==> config.mk <==
export PLATFORM = sky130hd
export DESIGN_NAME = mrpt_mem_top
export DESIGN_NICKNAME = d
export VERILOG_FILES = /design/src/rtl/mrpt_mem_pkg.sv /design/src/rtl/mrpt_mem_top.sv /design/src/rtl/port_mapper.sv /design/src/rtl/read_return.sv /design/src/rtl/row_align.sv /design/src/rtl/tag_delay.sv
export SDC_FILE = /design/constraint.sdc
export NUM_CORES = 1
export LEC_CHECK = 0
export BUFFER_PORTS_ARGS = -buffer_cell sky130_fd_sc_hd__buf_2
export CORE_AREA = 2 2 458 460
export CTS_BUF_LIST = sky130_fd_sc_hd__clkbuf_8 sky130_fd_sc_hd__clkbuf_16
export DETAILED_ROUTE_END_ITERATION = 6
export DIE_AREA = 0 0 460 462
export GPL_TIMING_DRIVEN = 0
export SLEW_MARGIN = 20
export SYNTH_ARGS = -nofsm -noshare
export SYNTH_HDL_FRONTEND = slang
export SYNTH_SLANG_ARGS = --single-unit
==> constraint.sdc <==
create_clock -name clk -period 6.04 [get_ports clk]
set_input_delay 0.906 -clock clk [delete_from_list [all_inputs] [get_ports clk]]
set_output_delay 0.906 -clock clk [all_outputs]
set_load 0.05 [all_outputs]
==> src/rtl/mrpt_mem_pkg.sv <==
`default_nettype none

package mrpt_mem_pkg;

  // word and bank geometry.
  localparam int data_width    = 16;
  localparam int num_banks     = 5;
  localparam int num_srow      = 16;
  localparam int num_wrds      = 4;
  localparam int vrow_per_bank = num_srow * num_wrds;

  // index widths derived from the geometry.
  localparam int bits_srow = $clog2(num_srow);
  localparam int bits_wrds = $clog2(num_wrds);
  localparam int bits_vrow = $clog2(vrow_per_bank);
  localparam int bits_bank = $clog2(num_banks);
  localparam int bits_addr = $clog2(num_banks * vrow_per_bank);

  // one SRAM row holds num_wrds words side by side.
  localparam int phy_width = num_wrds * data_width;

  localparam int sram_delay = 2;

  typedef enum logic {
    mode_replicated = 1'b0,
    mode_banked     = 1'b1
  } mem_mode_e;

endpackage

`default_nettype wire

==> src/rtl/mrpt_mem_top.sv <==
`default_nettype none

module mrpt_mem_top import mrpt_mem_pkg::*; #(
  parameter int data_width_p = data_width,
  parameter int sram_delay_p = sram_delay
) (
  input  wire                                            clk,
  input  wire                                            arst_n,
  input  wire mem_mode_e                                 mode,
  output wire                                            ready,
  input  wire                                            write,
  input  wire [bits_addr-1:0]                            wr_addr,
  input  wire [data_width_p-1:0]                         wr_data,
  input  wire [num_banks-1:0]                            read,
  input  wire [num_banks-1:0][bits_addr-1:0]             rd_addr,
  output wire [num_banks-1:0]                            rd_vld,
  output wire [num_banks-1:0][data_width_p-1:0]          rd_data,
  output wire [num_banks-1:0]                            sram_write,
  output wire [num_banks-1:0][bits_srow-1:0]             sram_wr_row,
  output wire [num_banks-1:0][num_wrds*data_width_p-1:0] sram_bw,
  output wire [num_banks-1:0][num_wrds*data_width_p-1:0] sram_din,
  output wire [num_banks-1:0]                            sram_read,
  output wire [num_banks-1:0][bits_srow-1:0]             sram_rd_row,
  input  wire [num_banks-1:0][num_wrds*data_width_p-1:0] sram_dout
);

  wire                                   bank_clear;
  wire [num_banks-1:0]                   bank_write;
  wire [num_banks-1:0][bits_vrow-1:0]    bank_wr_vrow;
  wire [num_banks-1:0][data_width_p-1:0] bank_wr_data;
  wire [num_banks-1:0]                   bank_read;
  wire [num_banks-1:0][bits_vrow-1:0]    bank_rd_vrow;
  wire [num_banks-1:0]                   rd_req;
  wire [num_banks-1:0][bits_bank-1:0]    rd_bank;
  wire [num_banks-1:0][bits_wrds-1:0]    rd_lane;

  port_mapper #(.data_width_p (data_width_p)) i_port_mapper (
    .clk          (clk),
    .arst_n       (arst_n),
    .mode         (mode),
    .write        (write),
    .wr_addr      (wr_addr),
    .wr_data      (wr_data),
    .read         (read),
    .rd_addr      (rd_addr),
    .ready        (ready),
    .bank_clear   (bank_clear),
    .bank_write   (bank_write),
    .bank_wr_vrow (bank_wr_vrow),
    .bank_wr_data (bank_wr_data),
    .bank_read    (bank_read),
    .bank_rd_vrow (bank_rd_vrow),
    .rd_req       (rd_req),
    .rd_bank      (rd_bank)
  );

  for (genvar b = 0; b < num_banks; b++) begin : g_bank
    row_align #(.data_width_p (data_width_p)) i_row_align (
      .clk         (clk),
      .arst_n      (arst_n),
      .clear       (bank_clear),
      .write       (bank_write[b]),
      .wr_vrow     (bank_wr_vrow[b]),
      .wr_data     (bank_wr_data[b]),
      .read        (bank_read[b]),
      .rd_vrow     (bank_rd_vrow[b]),
      .sram_write  (sram_write[b]),
      .sram_wr_row (sram_wr_row[b]),
      .sram_bw     (sram_bw[b]),
      .sram_din    (sram_din[b]),
      .sram_read   (sram_read[b]),
      .sram_rd_row (sram_rd_row[b]),
      .rd_lane     (rd_lane[b])
    );
  end

  read_return #(
    .data_width_p (data_width_p),
    .sram_delay_p (sram_delay_p)
  ) i_read_return (
    .clk       (clk),
    .arst_n    (arst_n),
    .rd_req    (rd_req),
    .rd_bank   (rd_bank),
    .rd_lane   (rd_lane),
    .sram_read (sram_read),
    .sram_dout (sram_dout),
    .rd_vld    (rd_vld),
    .rd_data   (rd_data)
  );

endmodule

`default_nettype wire

==> src/rtl/port_mapper.sv <==
`default_nettype none

module port_mapper import mrpt_mem_pkg::*; #(
  parameter int data_width_p = data_width
) (
  input  wire                                         clk,
  input  wire                                         arst_n,
  input  wire mem_mode_e                              mode,
  input  wire                                         write,
  input  wire [bits_addr-1:0]                         wr_addr,
  input  wire [data_width_p-1:0]                      wr_data,
  input  wire [num_banks-1:0]                         read,
  input  wire [num_banks-1:0][bits_addr-1:0]          rd_addr,
  output logic                                        ready,
  output logic                                        bank_clear,
  output logic [num_banks-1:0]                        bank_write,
  output logic [num_banks-1:0][bits_vrow-1:0]         bank_wr_vrow,
  output logic [num_banks-1:0][data_width_p-1:0]      bank_wr_data,
  output logic [num_banks-1:0]                        bank_read,
  output logic [num_banks-1:0][bits_vrow-1:0]         bank_rd_vrow,
  output logic [num_banks-1:0]                        rd_req,
  output logic [num_banks-1:0][bits_bank-1:0]         rd_bank
);

  logic [bits_srow-1:0]                sweep_row;
  mem_mode_e                           mode_q;
  logic [bits_bank-1:0]                wr_bank;
  logic [bits_bank-1:0]                rd_bank0;
  logic [num_banks-1:0]                write_d;
  logic [num_banks-1:0]                read_d;
  logic [num_banks-1:0]                req_d;
  logic [num_banks-1:0][bits_bank-1:0] bank_d;

  assign wr_bank  = wr_addr[bits_addr-1:bits_vrow];
  assign rd_bank0 = rd_addr[0][bits_addr-1:bits_vrow];

  // ~~~~~~~~~~~~~~~~~~~~~~~~~~~~~~~~~~~~~~~~~~~~~~~~~~~~~~~~~~~~~~~~~~~~~~
  // mode mapping of user commands onto the banks
  // ~~~~~~~~~~~~~~~~~~~~~~~~~~~~~~~~~~~~~~~~~~~~~~~~~~~~~~~~~~~~~~~~~~~~~~
  always_comb begin
    write_d = '0;
    read_d  = '0;
    req_d   = '0;
    for (int b = 0; b < num_banks; b++) begin
      bank_d[b] = bits_bank'(b);
      if (ready && mode_q == mode_replicated) begin
        write_d[b] = write && (wr_addr < bits_addr'(vrow_per_bank));
        read_d[b]  = read[b] && (rd_addr[b] < bits_addr'(vrow_per_bank));
        req_d[b]   = read[b] && (rd_addr[b] < bits_addr'(vrow_per_bank));
      end else if (ready) begin
        write_d[b] = write && (wr_bank == bits_bank'(b));
        read_d[b]  = read[0] && (rd_bank0 == bits_bank'(b));
      end
    end
    // banked mode serves port 0 only; banks 5 to 7 match nothing.
    if (ready && mode_q == mode_banked) begin
      req_d[0]  = read[0] && (rd_bank0 < bits_bank'(num_banks));
      bank_d[0] = rd_bank0;
    end
  end

  // the sweep owns every bank until ready rises.
  always_ff @(posedge clk or negedge arst_n) begin
    if (!arst_n) begin
      ready      <= 1'b0;
      sweep_row  <= '0;
      mode_q     <= mode_replicated;
      bank_clear <= 1'b0;
      bank_write <= '0;
      bank_read  <= '0;
      rd_req     <= '0;
    end else begin
      bank_clear <= !ready;
      bank_write <= ready ? write_d : '1;
      bank_read  <= read_d;
      rd_req     <= req_d;
      if (!ready) begin
        sweep_row <= sweep_row + 1'b1;
        if (sweep_row == '0) begin
          mode_q <= mode;
        end
        if (sweep_row == bits_srow'(num_srow - 1)) begin
          ready <= 1'b1;
        end
      end
    end
  end

  always_ff @(posedge clk) begin
    for (int b = 0; b < num_banks; b++) begin
      bank_wr_vrow[b] <= ready ? wr_addr[bits_vrow-1:0] : {sweep_row, {bits_wrds{1'b0}}};
      bank_wr_data[b] <= ready ? wr_data : '0;
      bank_rd_vrow[b] <= (mode_q == mode_banked) ? rd_addr[0][bits_vrow-1:0]
                                                 : rd_addr[b][bits_vrow-1:0];
      rd_bank[b]      <= bank_d[b];
    end
  end

endmodule

`default_nettype wire

==> src/rtl/read_return.sv <==
`default_nettype none

module read_return import mrpt_mem_pkg::*; #(
  parameter int data_width_p = data_width,
  parameter int sram_delay_p = sram_delay
) (
  input  wire                                          clk,
  input  wire                                          arst_n,
  input  wire [num_banks-1:0]                          rd_req,
  input  wire [num_banks-1:0][bits_bank-1:0]           rd_bank,
  input  wire [num_banks-1:0][bits_wrds-1:0]           rd_lane,
  input  wire [num_banks-1:0]                          sram_read,
  input  wire [num_banks-1:0][num_wrds*data_width_p-1:0] sram_dout,
  output logic [num_banks-1:0]                         rd_vld,
  output logic [num_banks-1:0][data_width_p-1:0]       rd_data
);

  logic [num_banks-1:0]                   lane_vld;
  logic [num_banks-1:0][bits_wrds-1:0]    lane_tag;
  logic [num_banks-1:0]                   port_vld;
  logic [num_banks-1:0][bits_bank-1:0]    port_bank;
  logic [num_banks-1:0]                   sel_vld;
  logic [num_banks-1:0][data_width_p-1:0] sel_data;

  // lane tags leave with the SRAM command, port tags one stage earlier.
  for (genvar i = 0; i < num_banks; i++) begin : g_tags
    tag_delay #(
      .tag_t (logic [bits_wrds-1:0]),
      .depth (sram_delay_p + 1)
    ) i_lane_delay (
      .clk     (clk),
      .arst_n  (arst_n),
      .vld_in  (sram_read[i]),
      .tag_in  (rd_lane[i]),
      .vld_out (lane_vld[i]),
      .tag_out (lane_tag[i])
    );

    tag_delay #(
      .tag_t (logic [bits_bank-1:0]),
      .depth (sram_delay_p + 2)
    ) i_port_delay (
      .clk     (clk),
      .arst_n  (arst_n),
      .vld_in  (rd_req[i]),
      .tag_in  (rd_bank[i]),
      .vld_out (port_vld[i]),
      .tag_out (port_bank[i])
    );
  end

  always_comb begin
    sel_vld  = '0;
    sel_data = '0;
    for (int p = 0; p < num_banks; p++) begin
      for (int b = 0; b < num_banks; b++) begin
        if (port_bank[p] == bits_bank'(b)) begin
          sel_vld[p]  = port_vld[p] && lane_vld[b];
          sel_data[p] = sram_dout[b][lane_tag[b]*data_width_p +: data_width_p];
        end
      end
    end
  end

  always_ff @(posedge clk or negedge arst_n) begin
    if (!arst_n) begin
      rd_vld <= '0;
    end else begin
      rd_vld <= sel_vld;
    end
  end

  always_ff @(posedge clk) begin
    rd_data <= sel_data;
  end

endmodule

`default_nettype wire

==> src/rtl/row_align.sv <==
`default_nettype none

module row_align import mrpt_mem_pkg::*; #(
  parameter int data_width_p = data_width
) (
  input  wire                            clk,
  input  wire                            arst_n,
  input  wire                            clear,
  input  wire                            write,
  input  wire [bits_vrow-1:0]            wr_vrow,
  input  wire [data_width_p-1:0]         wr_data,
  input  wire                            read,
  input  wire [bits_vrow-1:0]            rd_vrow,
  output logic                           sram_write,
  output logic [bits_srow-1:0]           sram_wr_row,
  output logic [num_wrds*data_width_p-1:0] sram_bw,
  output logic [num_wrds*data_width_p-1:0] sram_din,
  output logic                           sram_read,
  output logic [bits_srow-1:0]           sram_rd_row,
  output logic [bits_wrds-1:0]           rd_lane
);

  localparam int phy_w = num_wrds * data_width_p;

  logic [bits_wrds-1:0] wr_lane;
  logic [phy_w-1:0]     lane_mask;

  // low bits of the virtual row pick the word lane, the rest the SRAM row.
  assign wr_lane   = wr_vrow[bits_wrds-1:0];
  assign lane_mask = phy_w'({data_width_p{1'b1}}) << (wr_lane * data_width_p);

  always_ff @(posedge clk or negedge arst_n) begin
    if (!arst_n) begin
      sram_write <= 1'b0;
      sram_read  <= 1'b0;
    end else begin
      sram_write <= write;
      sram_read  <= read;
    end
  end

  // the word is copied to every lane and the mask keeps only its own.
  // the clearing sweep writes whole rows.
  always_ff @(posedge clk) begin
    sram_wr_row <= wr_vrow[bits_vrow-1:bits_wrds];
    sram_bw     <= clear ? '1 : lane_mask;
    sram_din    <= {num_wrds{wr_data}};
    sram_rd_row <= rd_vrow[bits_vrow-1:bits_wrds];
    rd_lane     <= rd_vrow[bits_wrds-1:0];
  end

endmodule

`default_nettype wire

==> src/rtl/tag_delay.sv <==
`default_nettype none

module tag_delay #(
  parameter type tag_t = logic,
  parameter int  depth = 1
) (
  input  wire       clk,
  input  wire       arst_n,
  input  wire       vld_in,
  input  wire tag_t tag_in,
  output logic      vld_out,
  output tag_t      tag_out
);

  logic [depth-1:0] vld_q;
  tag_t             tag_q [depth];

  always_ff @(posedge clk or negedge arst_n) begin
    if (!arst_n) begin
      vld_q <= '0;
      for (int i = 0; i < depth; i++) begin
        tag_q[i] <= tag_t'(0);
      end
    end else begin
      vld_q[0] <= vld_in;
      tag_q[0] <= tag_in;
      for (int i = 1; i < depth; i++) begin
        vld_q[i] <= vld_q[i-1];
        tag_q[i] <= tag_q[i-1];
      end
    end
  end

  assign vld_out = vld_q[depth-1];
  assign tag_out = tag_q[depth-1];

endmodule

`default_nettype wire
==> results by group <==
Outcome
  – Outcome: finished clean

Power
  – Total Power: approximately 0.0074 W
  – Switching power: between 0.002 and 0.003 W
  – PwrDens: between 200 and 300 nW/µm²
  – Pleak: ~14 nW
  – Internal: 0.00443 W
  – Power share of the combinational group: 0.332
  – Clk pwr share: 0.356
  – Worst VDD drop: approximately 0.20 mV
  – Register share of total power: 0.312
  – Sw Ratio: 0.397

Global route
  – Met2 usage: 0.164
  – GRT busiest layer: met2
  – GRT met3 Usage: 0.0430
  – Initial antenna violation count: 100
  – Gr ovfl total: 0
  – Maximum number of pins on one net before global-route repair: 81
  – First-pass GRT wire length: about 120,000 µm
  – Tot GR Track Use: 0.0897
  – Met1 track demand over resource: 0.0874
  – Vias in the first global route: about 13k

Detailed routing
  – Drt total wl: just over 100,000 µm
  – WL per Instance: about 19 µm
  – DRT Pass-1 Iters: 6
  – Final ANT Viol Nets: 0
  – Vias per cell: 2.74
  – Drc violations: 0
  – Initial DRC count: slightly above 1k
  – Via count: around 15k

Synth
  – Yosys Warn Count: 0
  – Async S/R FF share, synth: 0.384
  – Syn Area/Cell: between 10 and 15 µm²
  – Yosys reg bits: just over 300
  – Syn Inst Count: about 1.5k
  – Post-synthesis sequential area ratio: 0.426
  – Synth Cell Area: roughly 16,000 µm²
  – Yosys cell types: between 40 and 50
  – Syn Nets: around 1.9k
  – EDFF count, synth: 0
  – Main synth FF type: dfxtp_1

Placement
  – GPL Wtd Cong: 0.865
  – Post-DP Area: between 20,000 and 30,000 µm²
  – Post-DP HPWL: slightly below 90,000 µm
  – Port-buffer cells: about 1.2k

Die
  – Die area: roughly 210,000 µm²
  – Core area: 208,000 µm²
  – Chip height: roughly 460 µm
  – Rows: about 170
  – Initial Util: 0.0760
  – I/O pin total: ~1.2k
  – Die width: approximately 460 µm

Critical path
  – R2R Path Start: i_read_return.g_tags[0].i_port_delay.tag_out[1]
  – Crit path DAT: 2.30 ns
  – R2R setup slack: around 3.1 ns
  – Critical path type: flip-flop to primary output
  – Reg-to-reg endpoint: i_read_return.rd_data[8]
  – Type of origin of the critical path: flip-flop
  – CP required: 5.13 ns
  – Reg2Reg Depth: 5
  – Worst Path Max Fanout: 20
  – Critical path capture point type: primary output

STA
  – Setup TNS: 0 ns
  – Final setup vio count: 0
  – Clock Skews: ~0.033 ns
  – Fin. Hold Viols: 0
  – Max Freq: between 0.3 and 0.4 GHz
  – Max-slew headroom: 0.213
  – Min cycle time layout: 3.21 ns
  – Slew @ Worst Pin: around 1.2 ns
  – Period Utilization, post-route: 0.531
  – Slew Limit Fails: 0
  – RSZ-0062 raised after global routing: no

Clock tree
  – CTS Sinks: just over 300
  – Root Buffer: clkbuf_16
  – H-tree depth: 2
  – Post_cts resized: 0
  – Total CTS buffers: 41
  – Clock latency on the worst-skew pair: ~0.64 ns
  – Hold_buf cts: 0
  – TritonCTS clock tree: done
  – Setup repair bufs after CTS: 0
  – CTS max path bufs: 3
  – Clock slew at reported path FFs: 0.06 ns

Layout
  – Layout net count: between 3k and 4k
  – Area Overhead vs Synth: 69.6%
  – Fin area: 26,800 µm²
  – Share of cells above drive strength 1: 0.738

Flow run
  – Max Cap Viol: 0

Worst hold path
  – HP Class: primary input to async pin
critical path, stage by stage (launching register included):
cell and delay (ns):
dfxtp_1 1.03, buf_4 0.24, buf_2 0.39
per-layer routing:
| layer | share of wire | wire length [µm] |
|---|---|---|
| met1 | 0.34 | 34400 |
| met2 | 0.50 | 51300 |
| met3 | 0.12 | 11800 |
| met4 | 0.041 | 4160 |
| met5 | 0.0036 | 372 |
worst max-delay path by stage:
stage,start,end,slack (ns),cells past startpoint
detailed placement,i_read_return.g_tags[0].i_port_delay.tag_out[1],i_read_return.rd_data[8],3.27,5
floorplan,g_bank[4].i_row_align.sram_bw[47],sram_bw[100],2.83,1
CTS,g_bank[4].i_row_align.sram_din[52],sram_din[244],2.71,2
global placement,arst_n,g_bank[0].i_row_align.sram_write,2.44,1
global route,g_bank[4].i_row_align.sram_din[57],sram_din[249],2.70,2
finish,g_bank[4].i_row_align.sram_din[57],sram_din[249],2.83,2
final cells by class:
cell class              count  area (µm²)
diodes                     24        60.1
fillers                 23601      181000
multi-input cells         460        3900
inverters                  31         116
clock buffers              48        1120
clock inverters            28         328
flip-flops and latches    307        6760
well taps                2720        3400
plain buffers             699        5100
repair buffers           1184        6050
cell usage after synthesis, types with 5 or more instances:
master | instances | area, µm²
a21boi_0 | 5 | 37.5
dfxtp_1 | 189 | 3780
nand2_1 | 144 | 541
mux2i_1 | 16 | 160
o21ai_0 | 27 | 135
clkbuf_1 | 28 | 105
nor2_1 | 36 | 135
buf_4 | 647 | 4860
buf_2 | 14 | 70.1
o22ai_1 | 16 | 100
mux4_2 | 58 | 1310
inv_1 | 31 | 116
dfrtp_1 | 118 | 2950
mux4_1 | 8 | 210
a2bb2oi_1 | 15 | 131
mux2_2 | 34 | 383
and3_1 | 6 | 37.5
nand2b_1 | 10 | 62.6
a222oi_1 | 15 | 150
and2_1 | 18 | 113
buf_1 | 8 | 30.0
or3_1 | 15 | 93.8
flip-flops by register name, indices dropped and copies added, names as in the netlist, 6 cells and up:
| register | flops |
|---|---|
| g_bank.i_row_align.sram_din | 16 |
| i_port_mapper.bank_rd_vrow | 30 |
| g_bank.i_row_align.rd_lane | 10 |
| i_read_return.g_tags.i_port_delay.vld_q | 20 |
| i_port_mapper.bank_wr_vrow | 6 |
| g_bank.i_row_align.sram_rd_row | 20 |
| i_port_mapper.bank_wr_data | 16 |
| i_read_return.g_tags.i_lane_delay.tag_out | 10 |
| i_read_return.g_tags.i_lane_delay.tag_q | 20 |
| i_read_return.g_tags.i_port_delay.tag_q | 12 |
| i_read_return.g_tags.i_lane_delay.vld_q | 15 |
| i_read_return.rd_data | 80 |
power by group through the flow:
| stage | Sequential (W) | Combinational (W) | Clock [W] |
|---|---|---|---|
| 2_1_floorplan | 0.00262 | 0.00145 | 0 |
| 3_3_place_gp | 0.00235 | 0.00243 | 0 |
| 3_5_place_dp | 0.00234 | 0.00244 | 0 |
| 4_1_cts | 0.00230 | 0.00245 | 0.00277 |
| 5_1_grt | 0.00231 | 0.00254 | 0.00284 |
| 6_report | 0.00230 | 0.00244 | 0.00262 |
layout by cell type, fill, tap and decap left out, types with 5 or more instances in the layout:
master     synthesis  layout
nand2_1          144     144
a222oi_1          15      15
mux2_2            34      34
and3_1             6       6
clkbuf_8           0       7
o21ai_0           27      27
nor2_1            36      36
mux4_1             8       8
dfxtp_1          189     179
clkbuf_1          28      22
dfrtp_1          118     118
a21boi_0           5       5
buf_4            647     651
diode_2            0      24
inv_1             31      36
clkinv_2           0       5
buf_2             14    1188
buf_1              8       7
dfxtp_2            0       7
a2bb2oi_1         15      15
clkbuf_2           0       6
mux2i_1           16      16
or3_1             15      15
mux4_2            58      58
buf_12             1       5
o22ai_1           16      16
and2_1            18      18
clkbuf_16          0      41
nand2b_1          10      10
cells by family (layout without fill, tap and decap cells):
kind of cell / after synthesis / count (layout) / synth area share
mux: 116 / 116 / 0.130
other cells: 1 / 25 / 0.000237
compound gates: 91 / 91 / 0.0414
buf+inv: 730 / 1990 / 0.329
flops: 307 / 307 / 0.426
fa+ha+maj: 3 / 3 / 0.00221
simple gates: 243 / 243 / 0.0675
xor+xnor: 6 / 6 / 0.00332
metrics by stage:
stage,setup slack (ns),hold slack (ns),cells,util
after floorplan,2.83,0.310,1497,-
after global placement,2.44,0.312,5391,0.121
after detailed placement,3.27,0.312,5401,0.122
after CTS,2.71,0.129,5477,0.129
after global routing,2.70,0.154,5488,0.129
final,2.83,0.188,5501,0.129
Power figures use the tool's default switching activity.
